### src/rtl/memCtrl_defines.svh
`ifndef MEM_CTRL_DEFINES_SVH
`define MEM_CTRL_DEFINES_SVH

// processor address space
`define MEM_ADDR_W 32

// instruction and data word
`define MEM_WORD_W 32

// ram data bus, one byte per access
`define MEM_BYTE_W 8

// bytes per instruction fetch
`define MEM_FETCH_LEN 4

`endif

### src/rtl/memCtrlPkg.sv
package memCtrlPkg;

    // who currently holds the ram
    typedef enum logic [1:0] {
        ownerIdle  = 2'b00,
        ownerData  = 2'b01,
        ownerFetch = 2'b10
    } ownerT;

    // byte count of one access, legal values 1, 2 and 4
    typedef logic [2:0] accessLenT;

    // what an accepted request does
    typedef enum logic [1:0] {
        kindFetch,
        kindLoad,
        kindStore
    } accessKindT;

endpackage

### src/rtl/memReqIf.sv
`include "memCtrl_defines.svh"

interface memReqIf;
    logic                     start;
    memCtrlPkg::accessKindT   kind;
    logic [`MEM_ADDR_W-1:0]   addr;
    memCtrlPkg::accessLenT    len;
    logic [`MEM_WORD_W-1:0]   wdata;
    // last byte of the access is on the ram bus
    logic                     finish;

    modport arbiter (
        output start, kind, addr, len, wdata,
        input  finish
    );

    modport sequencer (
        input  start, kind, addr, len, wdata,
        output finish
    );
endinterface

### src/rtl/byteStreamIf.sv
`include "memCtrl_defines.svh"

interface byteStreamIf;
    logic                               byteValid;
    logic [$clog2(`MEM_FETCH_LEN)-1:0]  byteIdx;
    // also set for a store, with byteValid low
    logic                               last;
    memCtrlPkg::accessKindT             kind;
    logic [`MEM_BYTE_W-1:0]             rbyte;

    modport sequencer (
        output byteValid, byteIdx, last, kind, rbyte
    );

    modport assembler (
        input byteValid, byteIdx, last, kind, rbyte
    );
endinterface

### src/rtl/memRequestArbiter.sv
`include "memCtrl_defines.svh"

module memRequestArbiter (
    input  logic                   clk,
    input  logic                   rst,
    input  logic                   hold,
    input  logic                   dcEn,
    input  logic                   dcStore,
    input  memCtrlPkg::accessLenT  dcLen,
    input  logic [`MEM_WORD_W-1:0] dcWdata,
    input  logic [`MEM_ADDR_W-1:0] dcAddr,
    input  logic                   infEn,
    input  logic [`MEM_ADDR_W-1:0] infAddr,
    output memCtrlPkg::ownerT      owner,
    memReqIf.arbiter               req
);
    logic idle;

    assign idle = (owner == memCtrlPkg::ownerIdle);

    // owner and start pulse
    always_ff @(posedge clk) begin
        if (rst) begin
            owner     <= memCtrlPkg::ownerIdle;
            req.start <= 1'b0;
        end else if (!hold) begin
            req.start <= 1'b0;
            if (idle) begin
                // data port wins a tie
                if (dcEn) begin
                    owner     <= memCtrlPkg::ownerData;
                    req.start <= 1'b1;
                end else if (infEn) begin
                    owner     <= memCtrlPkg::ownerFetch;
                    req.start <= 1'b1;
                end
            end else if (req.finish) begin
                owner <= memCtrlPkg::ownerIdle;
            end
        end
    end

    // latched request
    always_ff @(posedge clk) begin
        if (!hold && idle) begin
            if (dcEn) begin
                req.kind  <= dcStore ? memCtrlPkg::kindStore : memCtrlPkg::kindLoad;
                req.addr  <= dcAddr;
                req.len   <= dcLen;
                req.wdata <= dcWdata;
            end else if (infEn) begin
                req.kind  <= memCtrlPkg::kindFetch;
                req.addr  <= infAddr;
                req.len   <= memCtrlPkg::accessLenT'(`MEM_FETCH_LEN);
                req.wdata <= '0;
            end
        end
    end

endmodule

### src/rtl/memByteSequencer.sv
`include "memCtrl_defines.svh"

module memByteSequencer (
    input  logic                   clk,
    input  logic                   rst,
    input  logic                   hold,
    input  logic [`MEM_BYTE_W-1:0] memDin,
    output logic                   memWe,
    output logic [`MEM_ADDR_W-1:0] memAddr,
    output logic [`MEM_BYTE_W-1:0] memDout,
    memReqIf.sequencer             req,
    byteStreamIf.sequencer         bytes
);
    localparam int idxW = $clog2(`MEM_FETCH_LEN);

    logic                   busy;
    logic                   active;
    logic                   isStore;
    memCtrlPkg::accessLenT  cnt;
    memCtrlPkg::accessLenT  nextCnt;
    logic                   tagValid;
    logic                   tagLast;
    logic [idxW-1:0]        tagIdx;
    memCtrlPkg::accessKindT tagKind;
    logic                   holdPrev;
    logic [`MEM_BYTE_W-1:0] capByte;

    // first byte goes out in the start cycle
    assign active     = req.start | busy;
    assign isStore    = (req.kind == memCtrlPkg::kindStore);
    assign nextCnt    = cnt + 3'd1;
    assign req.finish = active && (nextCnt == req.len);

    assign memAddr = active ? req.addr + `MEM_ADDR_W'(cnt) : '0;
    assign memWe   = active && isStore && !hold;
    assign memDout = (active && isStore) ?
                     req.wdata[cnt[idxW-1:0]*`MEM_BYTE_W +: `MEM_BYTE_W] : '0;

    always_ff @(posedge clk) begin
        if (rst) begin
            busy     <= 1'b0;
            cnt      <= '0;
            tagValid <= 1'b0;
            tagLast  <= 1'b0;
        end else if (!hold) begin
            tagValid <= active && !isStore;
            tagLast  <= req.finish;
            if (active) begin
                busy <= !req.finish;
                cnt  <= req.finish ? '0 : nextCnt;
            end
        end
    end

    // tag for the byte the ram returns next cycle
    always_ff @(posedge clk) begin
        if (!hold) begin
            tagIdx  <= cnt[idxW-1:0];
            tagKind <= req.kind;
        end
    end

    // the first held cycle still carries the byte addressed just before the stall,
    // later held cycles already show the next address
    always_ff @(posedge clk) begin
        if (rst) begin
            holdPrev <= 1'b0;
        end else begin
            holdPrev <= hold;
        end
    end

    always_ff @(posedge clk) begin
        if (hold && !holdPrev) begin
            capByte <= memDin;
        end
    end

    assign bytes.byteValid = tagValid;
    assign bytes.byteIdx   = tagIdx;
    assign bytes.last      = tagLast;
    assign bytes.kind      = tagKind;
    assign bytes.rbyte     = holdPrev ? capByte : memDin;

endmodule

### src/rtl/memResultAssembler.sv
`include "memCtrl_defines.svh"

module memResultAssembler (
    input  logic                   clk,
    input  logic                   rst,
    input  logic                   hold,
    output logic                   infDone,
    output logic [`MEM_WORD_W-1:0] infInst,
    output logic                   bpEn,
    output logic [`MEM_WORD_W-1:0] bpInst,
    output logic                   dcDone,
    output logic [`MEM_WORD_W-1:0] dcRdata,
    byteStreamIf.assembler         bytes
);
    logic [`MEM_WORD_W-1:0] word;
    logic [`MEM_WORD_W-1:0] nextWord;

    // little-endian lanes, upper lanes stay zero for short loads
    always_comb begin
        nextWord = word;
        if (bytes.byteValid) begin
            if (bytes.byteIdx == '0) begin
                nextWord = '0;
            end
            nextWord[bytes.byteIdx*`MEM_BYTE_W +: `MEM_BYTE_W] = bytes.rbyte;
        end
    end

    always_ff @(posedge clk) begin
        if (!hold && bytes.byteValid) begin
            word <= nextWord;
        end
    end

    always_ff @(posedge clk) begin
        if (rst) begin
            infDone <= 1'b0;
            infInst <= '0;
            bpEn    <= 1'b0;
            bpInst  <= '0;
            dcDone  <= 1'b0;
            dcRdata <= '0;
        end else if (!hold) begin
            infDone <= 1'b0;
            bpEn    <= 1'b0;
            dcDone  <= 1'b0;
            if (bytes.last) begin
                case (bytes.kind)
                    memCtrlPkg::kindFetch: begin
                        infDone <= 1'b1;
                        infInst <= nextWord;
                        // predictor sees every fetched instruction
                        bpEn    <= 1'b1;
                        bpInst  <= nextWord;
                    end
                    memCtrlPkg::kindLoad: begin
                        dcDone  <= 1'b1;
                        dcRdata <= nextWord;
                    end
                    memCtrlPkg::kindStore: begin
                        dcDone <= 1'b1;
                    end
                    default: begin
                    end
                endcase
            end
        end
    end

endmodule

### src/rtl/memCtrl.sv
`include "memCtrl_defines.svh"

module memCtrl (
    input  logic                   clk,
    input  logic                   rst,
    input  logic                   rdy,
    input  logic                   ioBufferFull,

    // ram
    input  logic [`MEM_BYTE_W-1:0] memDin,
    output logic                   memWe,
    output logic [`MEM_ADDR_W-1:0] memAddr,
    output logic [`MEM_BYTE_W-1:0] memDout,

    output memCtrlPkg::ownerT      owner,

    // instruction fetch
    input  logic                   infEn,
    input  logic [`MEM_ADDR_W-1:0] infAddr,
    output logic                   infDone,
    output logic [`MEM_WORD_W-1:0] infInst,
    output logic                   bpEn,
    output logic [`MEM_WORD_W-1:0] bpInst,

    // load/store
    input  logic                   dcEn,
    input  logic                   dcStore,
    input  memCtrlPkg::accessLenT  dcLen,
    input  logic [`MEM_WORD_W-1:0] dcWdata,
    input  logic [`MEM_ADDR_W-1:0] dcAddr,
    output logic                   dcDone,
    output logic [`MEM_WORD_W-1:0] dcRdata
);
    logic hold;

    memReqIf     reqBus ();
    byteStreamIf byteBus ();

    // global stall freezes every block
    assign hold = !rdy || ioBufferFull;

    memRequestArbiter arbiter (
        .clk     (clk),
        .rst     (rst),
        .hold    (hold),
        .dcEn    (dcEn),
        .dcStore (dcStore),
        .dcLen   (dcLen),
        .dcWdata (dcWdata),
        .dcAddr  (dcAddr),
        .infEn   (infEn),
        .infAddr (infAddr),
        .owner   (owner),
        .req     (reqBus)
    );

    memByteSequencer sequencer (
        .clk     (clk),
        .rst     (rst),
        .hold    (hold),
        .memDin  (memDin),
        .memWe   (memWe),
        .memAddr (memAddr),
        .memDout (memDout),
        .req     (reqBus),
        .bytes   (byteBus)
    );

    memResultAssembler assembler (
        .clk     (clk),
        .rst     (rst),
        .hold    (hold),
        .infDone (infDone),
        .infInst (infInst),
        .bpEn    (bpEn),
        .bpInst  (bpInst),
        .dcDone  (dcDone),
        .dcRdata (dcRdata),
        .bytes   (byteBus)
    );

endmodule

### config.mk
export PLATFORM = sky130hd
export DESIGN_NAME = memCtrl
export DESIGN_NICKNAME = d
export VERILOG_FILES = /design/src/rtl/memCtrlPkg.sv /design/src/rtl/memReqIf.sv /design/src/rtl/byteStreamIf.sv /design/src/rtl/memRequestArbiter.sv /design/src/rtl/memByteSequencer.sv /design/src/rtl/memResultAssembler.sv /design/src/rtl/memCtrl.sv
export VERILOG_INCLUDE_DIRS = /design/src /design/src/rtl
export SDC_FILE = /design/constraint.sdc
export NUM_CORES = 1
export LEC_CHECK = 0
export ABC_AREA = 1
export BUFFER_PORTS_ARGS = -buffer_cell sky130_fd_sc_hd__buf_2
export CAP_MARGIN = 20
export CORE_AREA = 8 8 147 149
export CTS_CLUSTER_DIAMETER = 40
export DETAILED_ROUTE_END_ITERATION = 7
export DIE_AREA = 0 0 155 157
export PLACE_DENSITY = 0.8
export SYNTH_ARGS = -nofsm -noshare
export SYNTH_HDL_FRONTEND = slang
export SYNTH_SLANG_ARGS = --single-unit
### constraint.sdc
create_clock -name clk -period 3.1 [get_ports clk]
set_input_delay 0.62 -clock clk [delete_from_list [all_inputs] [get_ports clk]]
set_output_delay 0.62 -clock clk [all_outputs]
set_load 0.01 [all_outputs]
==> metrics.cfg, run 1 <==
[synthesis]
synth_edf_count = 113
ys_async_sr_fraction_pct = 0
synth_seq_cells = 189
ys_seq_area_share_pct = 51.8
syn-num-nets = 1325
syn_area_um2 = 9490
yosysWarnings = 0
postSynthCellCount = 1199
ys_types = 36
ys.flop_type = edfxtp_1
syn_avg_cell_area_um2 = 7.91

[worst_setup_path]
critical_path_class = reg -> out
worst_setup_path_end_kind = output port
critPathSlowestCell = fa_1
worst-path-max-fanout = 5
cp-endpoint = memAddr[16]
critPathTopFamily = adder cells
r2r-start = sequencer.bytes.byteIdx[0]
startpoint = arbiter.req.addr[0]
critPathMaxStageDelay_ps = 370
cp_num_buf_inv = 4
r2r_cells = 8
path_cells = ha_2 > inv_1 > fa_1 > inv_2 > nand2_1 > nand2_2 > nand2_4 > nor2_4 > inv_1 > o21bai_1 > nand2_1 > nor2_1 > buf_2
reg2reg_slack_ps = 990
crit_arrival_ps = 2310
cp.depth = 13
worst_setup_path_start_kind = register
worst_ep_required_time_ps = 2480
r2r-end = assembler.dcRdata[6]

[global_routing]
grt.overflow.total = 0
grt_pass1_vias = 7960
grt_max_degree = 70
grt_pass1_wl_um = 40000
grt_usage_pct = 20.8
grt_antenna_before_repair = 0

[sta]
setup_viol = 0
clock-skew-final_ps = 14.3
period_needed_ps = 2930
worst_slew_pin_slew_ps = 814
rsz0062_at_grt = yes
min_period_over_period_pct = 94.4
slew_headroom_pct = 45.7
hold_viol_final = 0
finalMaxSlewViolations = 0
fmax_mhz = 342

[route]
ant_nets = 0
wl_per_cell_um = 15.2
totalWireLength_um = 25600
dr.pass1.iters = 5
dr_total_vias = 8302
drt_iter0_markers = 571
drc = 0
viasPerCell = 4.91

[layout]
final_cell_mix = nand2_1 (343), buf_2 (255), nor2_1 (191), inv_1 (157), edfxtp_1 (113)
fin_cells = 1691
nNetsFinal = 1539
layout-drive-gt1-share_pct = 22.3
antenna_cells = 0
final_common_cell = nand2_1
fin_util_pct = 59.1
area_delta_synth_final_pct = 19.6

[clock_tree]
holdBufCountCts = 0
h-tree-depth = 4
cts.clk_slew.worst_paths_ps = 70
cts-root-buf = clkbuf_16
clk_path_buf_depth = 2
cts_tree = done
cts_made_buffers = 17
worst_skew_pair.late_latency_ps = 430
clkSinkCount = 189

[floorplan]
die-area_um2 = 24300
die-height_um = 157
io_pins = 256
num_rows = 51
die_x_um = 155
core_um2 = 19200
start_util_pct = 49.4

[pwr]
max-vdd-ir-drop_mv = 0.378
leakage_nw = 5.96
powerDensity_nw_per_um2 = 470

[place]
hpwl_um = 19500
portBuffers = 255
gp_congestion = 0.922
placedCellCount = 1659

[flow_run]
cap_violations = 0

[worst_hold_path]
min_path_type = in -> reg

[outcome]
status = completed

[metal layers]
layer | up-vias | part of all wire, % | track usage, %
li1 | 4163 | - | -
met2 | 319 | 48 | 35.4
met3 | 32 | 7.8 | 5.81
met4 | 0 | 1.8 | 6.16
met5 | - | 0 | 0
met1 | 3788 | 42 | 25.2
[metrics by stage]
step           instance area (µm²)  hold slack (ps)  setup TNS, ps  setup slack (ps)  total power [mW]
2_1_floorplan                 9490              426              0               227              3.08
3_3_place_gp                 10800              431              0               513              3.27
3_5_place_dp                 10800              451              0               471              3.28
4_1_cts                      11300              371              0              53.5              5.36
5_1_grt                      11300              373          -6.80             -6.80              5.52
6_report                     11300              394              0               172              5.34
[cells in the mapped netlist, types with 4 or more instances]
master | number | area (µm²)
nand2_1 | 346 | 1300
nor2_1 | 194 | 728
inv_1 | 159 | 597
edfxtp_1 | 113 | 3390
dfxtp_1 | 76 | 1520
o21ai_0 | 63 | 315
nand3_1 | 44 | 220
buf_4 | 33 | 248
o21ai_1 | 25 | 125
a21oi_1 | 21 | 105
clkbuf_1 | 17 | 63.8
o21bai_1 | 17 | 128
o21a_1 | 16 | 120
buf_2 | 12 | 60.1
ha_1 | 11 | 138
xor2_1 | 11 | 96.3
buf_6 | 5 | 56.3
xnor2_1 | 5 | 43.8
clkinv_1 | 4 | 15.0
inv_2 | 4 | 15.0
[logic make-up (layout without fill, tap and decap cells)]
group           count (synthesis)  after routing  synth area share [%]
buf+inv                       238            465                  11.4
flops                         189            189                  51.8
fa+ha+maj                      12             12                  1.66
xor+xnor                       16             16                  1.48
compound gates                146            146                  8.69
simple gates                  598            598                  25.0
[flip-flops by register name (all words and copies together), names as in the netlist]
register / count
assembler.infDone: 1
assembler.dcRdata: 32
sequencer.busy: 1
sequencer.bytes.byteValid: 1
arbiter.req.len: 3
arbiter.req.kind: 2
arbiter.owner: 2
sequencer.bytes.byteIdx: 2
assembler.dcDone: 1
assembler.bpInst: 32
sequencer.capByte: 8
sequencer.bytes.kind: 2
arbiter.req.start: 1
arbiter.req.wdata: 32
sequencer.bytes.last: 1
sequencer.holdPrev: 1
arbiter.req.addr: 32
assembler.word: 32
sequencer.cnt: 3
[repair_timing]
action | in CTS | in global routing
setup buffers | 0 | 0
endpoints found under the hold margin | 0 | 0
gates cloned | 0 | 0
gates resized for setup | 1 | 8
setup endpoints to repair | 1 | 7
pin swaps | 0 | 1
[report_power, final]
group / internal [mW] / total, mW / switching [mW]
Sequential: 2.73 / 2.78 / 0.0438
Clock: 1.12 / 2.11 / 0.995
Combinational: 0.160 / 0.443 / 0.282
Total: 4.01 / 5.34 / 1.32
[final cells by class]
cell class	instances	area, µm²
clock buffer	20	468
clock inverter	12	96.3
fill	1693	7870
inverter	167	627
multi-input combinational	772	3520
sequential	189	4910
tap	265	332
timing repair buffer	266	1380
[worst reg2reg max path, stage by stage, from the launching register on]
cell      delay [ps]
edfxtp_1         490
inv_2            230
ha_1             200
clkinv_1         230
nor4_4           500
nand2_1          200
nand3_1          120
nand2_1           60
inv_1             40
[how the worst min path moves through the flow]
stage	startpoint	endpoint	slack, ps	depth (start not counted)
5_1_grt	memDin[0]	sequencer.capByte[0]	370	1
3_3_place_gp	arbiter.req.kind[0]	sequencer.bytes.kind[0]	430	0
2_1_floorplan	arbiter.req.kind[1]	sequencer.bytes.kind[1]	430	0
3_5_place_dp	arbiter.req.kind[0]	sequencer.bytes.kind[0]	450	0
4_1_cts	memDin[7]	sequencer.capByte[7]	370	1
6_report	memDin[7]	sequencer.capByte[7]	390	1
Note: power is estimated with default switching activity, not from simulation.
==> inputs of run 2 (changes only) <==
--- a/config.mk
+++ b/config.mk
@@ -14,6 +14,7 @@
 export DETAILED_ROUTE_END_ITERATION = 7
 export DIE_AREA = 0 0 155 157
 export PLACE_DENSITY = 0.8
+export SETUP_SLACK_MARGIN = 0.2
 export SYNTH_ARGS = -nofsm -noshare
 export SYNTH_HDL_FRONTEND = slang
 export SYNTH_SLANG_ARGS = --single-unit
==> run 2 against run 1 <==
Against the previous run: design area rose by 1.2%; combinational power barely moved; hold slack barely moved; register-to-register slack barely moved; clock power barely moved; critical path type unchanged; largest cell class unchanged.
==> metrics.cfg, run 2 (same netlist as run 1, synthesis figures left out) <==
[worst_setup_path]
cp.depth = 12  ; was 13
r2r-end = assembler.dcRdata[6]  ; unchanged
crit_arrival_ps = 2250  ; was 2310 ps
r2r_cells = 8  ; unchanged
r2r-start = sequencer.bytes.byteIdx[0]  ; unchanged
reg2reg_slack_ps = 980  ; was 990 ps
path_cells = ha_2 > inv_2 > fa_2 > inv_2 > nand2_2 > nand2_4 > nand2_4 > nor2_4 > buf_6 > o21ai_1 > a21oi_1 > buf_2  ; was ha_2 > inv_1 > fa_1 > inv_2 > nand2_1 > nand2_2 > nand2_4 > nor2_4 > inv_1 > o21bai_1 > nand2_1 > nor2_1 > buf_2
critical_path_class = reg -> out  ; unchanged
critPathSlowestCell = edfxtp_1  ; was fa_1
critPathTopFamily = adder cells  ; unchanged
worst_setup_path_start_kind = register  ; unchanged
cp_num_buf_inv = 4  ; unchanged
startpoint = arbiter.req.addr[0]  ; unchanged
worst_ep_required_time_ps = 2480  ; about the same
worst_setup_path_end_kind = output port  ; unchanged
critPathMaxStageDelay_ps = 340  ; was 370 ps
worst-path-max-fanout = 4  ; was 5

[route]
drt_iter0_markers = 585  ; was 571
dr.pass1.iters = 5  ; unchanged
dr_total_vias = 8354  ; was 8,302
ant_nets = 0  ; unchanged
drc = 0  ; unchanged
totalWireLength_um = 25900  ; was 25,600 µm
viasPerCell = 4.91  ; about the same
wl_per_cell_um = 15.2  ; about the same

[clock_tree]
holdBufCountCts = 0  ; unchanged
cts_made_buffers = 17  ; unchanged
worst_skew_pair.late_latency_ps = 430  ; about the same
clkSinkCount = 189  ; unchanged
cts_tree = done  ; unchanged
h-tree-depth = 4  ; unchanged
clk_path_buf_depth = 2  ; unchanged
cts-root-buf = clkbuf_16  ; unchanged
cts.clk_slew.worst_paths_ps = 70  ; about the same

[pwr]
total_power_mw = 5.34  ; about the same
max-vdd-ir-drop_mv = 0.379  ; was 0.378 mV
powerDensity_nw_per_um2 = 465  ; was 470 nW/µm²
leakage_nw = 6.02  ; was 5.96 nW

[layout]
fill_cells = 1667  ; was 1,693
antenna_cells = 0  ; unchanged
final_cell_mix = nand2_1 (338), buf_2 (255), nor2_1 (187), inv_1 (155), edfxtp_1 (113)  ; was nand2_1 (343), buf_2 (255), nor2_1 (191), inv_1 (157), edfxtp_1 (113)
nNetsFinal = 1549  ; was 1,539
final_common_cell = nand2_1  ; unchanged
layout-drive-gt1-share_pct = 23.9  ; was 22.3%
area_delta_synth_final_pct = 21.0  ; was 19.6%

[sta]
setup_viol = 0  ; unchanged
period_needed_ps = 2870  ; was 2930 ps
rsz0062_at_grt = yes  ; unchanged
slew_headroom_pct = 46.0  ; was 45.7%
clock-skew-final_ps = 14.3  ; about the same
min_period_over_period_pct = 92.7  ; was 94.4%
worst_slew_pin_slew_ps = 810  ; was 814 ps
hold_viol_final = 0  ; unchanged
fmax_mhz = 348  ; was 342 MHz
finalMaxSlewViolations = 0  ; unchanged
final.setup.tns_ps = 0  ; unchanged

[place]
gp_congestion = 0.922  ; unchanged
hpwl_um = 19500  ; unchanged
portBuffers = 255  ; unchanged

[global_routing]
grt_usage_pct = 20.8  ; about the same
grt_pass1_vias = 8005  ; was 7,960
grt_antenna_before_repair = 0  ; unchanged
grt_pass1_wl_um = 40100  ; was 40,000 µm
grt_max_degree = 70  ; unchanged
grt.overflow.total = 0  ; unchanged

[worst_hold_path]
min_path_type = in -> reg  ; unchanged
hold_end = sequencer.capByte[7]  ; unchanged
min_from = memDin[7]  ; unchanged
hold_depth = 1  ; unchanged

[floorplan]
core_um2 = 19200  ; unchanged
die-height_um = 157  ; unchanged
io_pins = 256  ; unchanged
die_x_um = 155  ; unchanged
start_util_pct = 49.4  ; unchanged
num_rows = 51  ; unchanged
die-area_um2 = 24300  ; unchanged

[outcome]
status = completed  ; unchanged

[flow_run]
cap_violations = 0  ; unchanged

==> run 2: cell types whose count changed in the layout (fill, tap and decap cells not counted), sizes merged <==
cell	change
buf	+10
==> run 2: repair_timing <==
action                                  4_1_cts  5_1_grt
setup buffers                                 6        4
gates resized for setup                       7       26
pin swaps                                     2       11
endpoints found under the setup margin        8       23
cloned                                        0        0
==> run 2: per-stage QoR <==
step / instance area, µm² / setup WS, ps / cells / util (%) / hold WS [ps]
final: 11500 / 225 / 1701 / 59.8 / 394
after global routing: 11500 / 106 / 1701 / 59.8 / 373
after CTS: 11400 / 177 / 1697 / 59.2 / 371
after detailed placement: 10800 / 471 / 1659 / 56.0 / 451
after global placement: 10800 / 513 / 1659 / 56.0 / 431
after floorplan: 9490 / 227 / 1199 / - / 426
==> run 2: routing by layer <==
layer / global-route usage, % / vias up / part of all wire (%)
met1: 25.2 / 3771 / 41
met5: 0 / - / 0
li1: - / 4184 / -
met3: 5.81 / 46 / 8.3
met4: 6.35 / 0 / 2.3
met2: 35.6 / 353 / 48
==> run 2: cell type report <==
class / instances / area, µm² / area share [%]
Sequential cell: 189 / 4920 / 42.8
Multi-Input combinational cell: 772 / 3570 / 31.1
Timing Repair Buffer: 276 / 1470 / 12.8
Inverter: 167 / 627 / 5.46
Clock buffer: 20 / 468 / 4.07
Tap cell: 265 / 332 / 2.89
Clock inverter: 12 / 96.3 / 0.839
==> run 2: power breakdown <==
group | leakage (nW) | internal (mW) | switching (mW) | total, mW
clock network | 0.287 | 1.12 | 0.995 | 2.11
registers | 1.66 | 2.73 | 0.0444 | 2.78
logic | 4.07 | 0.162 | 0.283 | 0.446
total | 6.02 | 4.02 | 1.32 | 5.34
==> run 2: worst max-delay path by stage <==
stage | endpoint | slack (ps)
after floorplan | arbiter.req.addr[0] | 230
after detailed placement | memAddr[16] | 470
after CTS | memAddr[25] | 180
after global placement | memAddr[16] | 510
final | memAddr[8] | 230
after global routing | memAddr[16] | 110
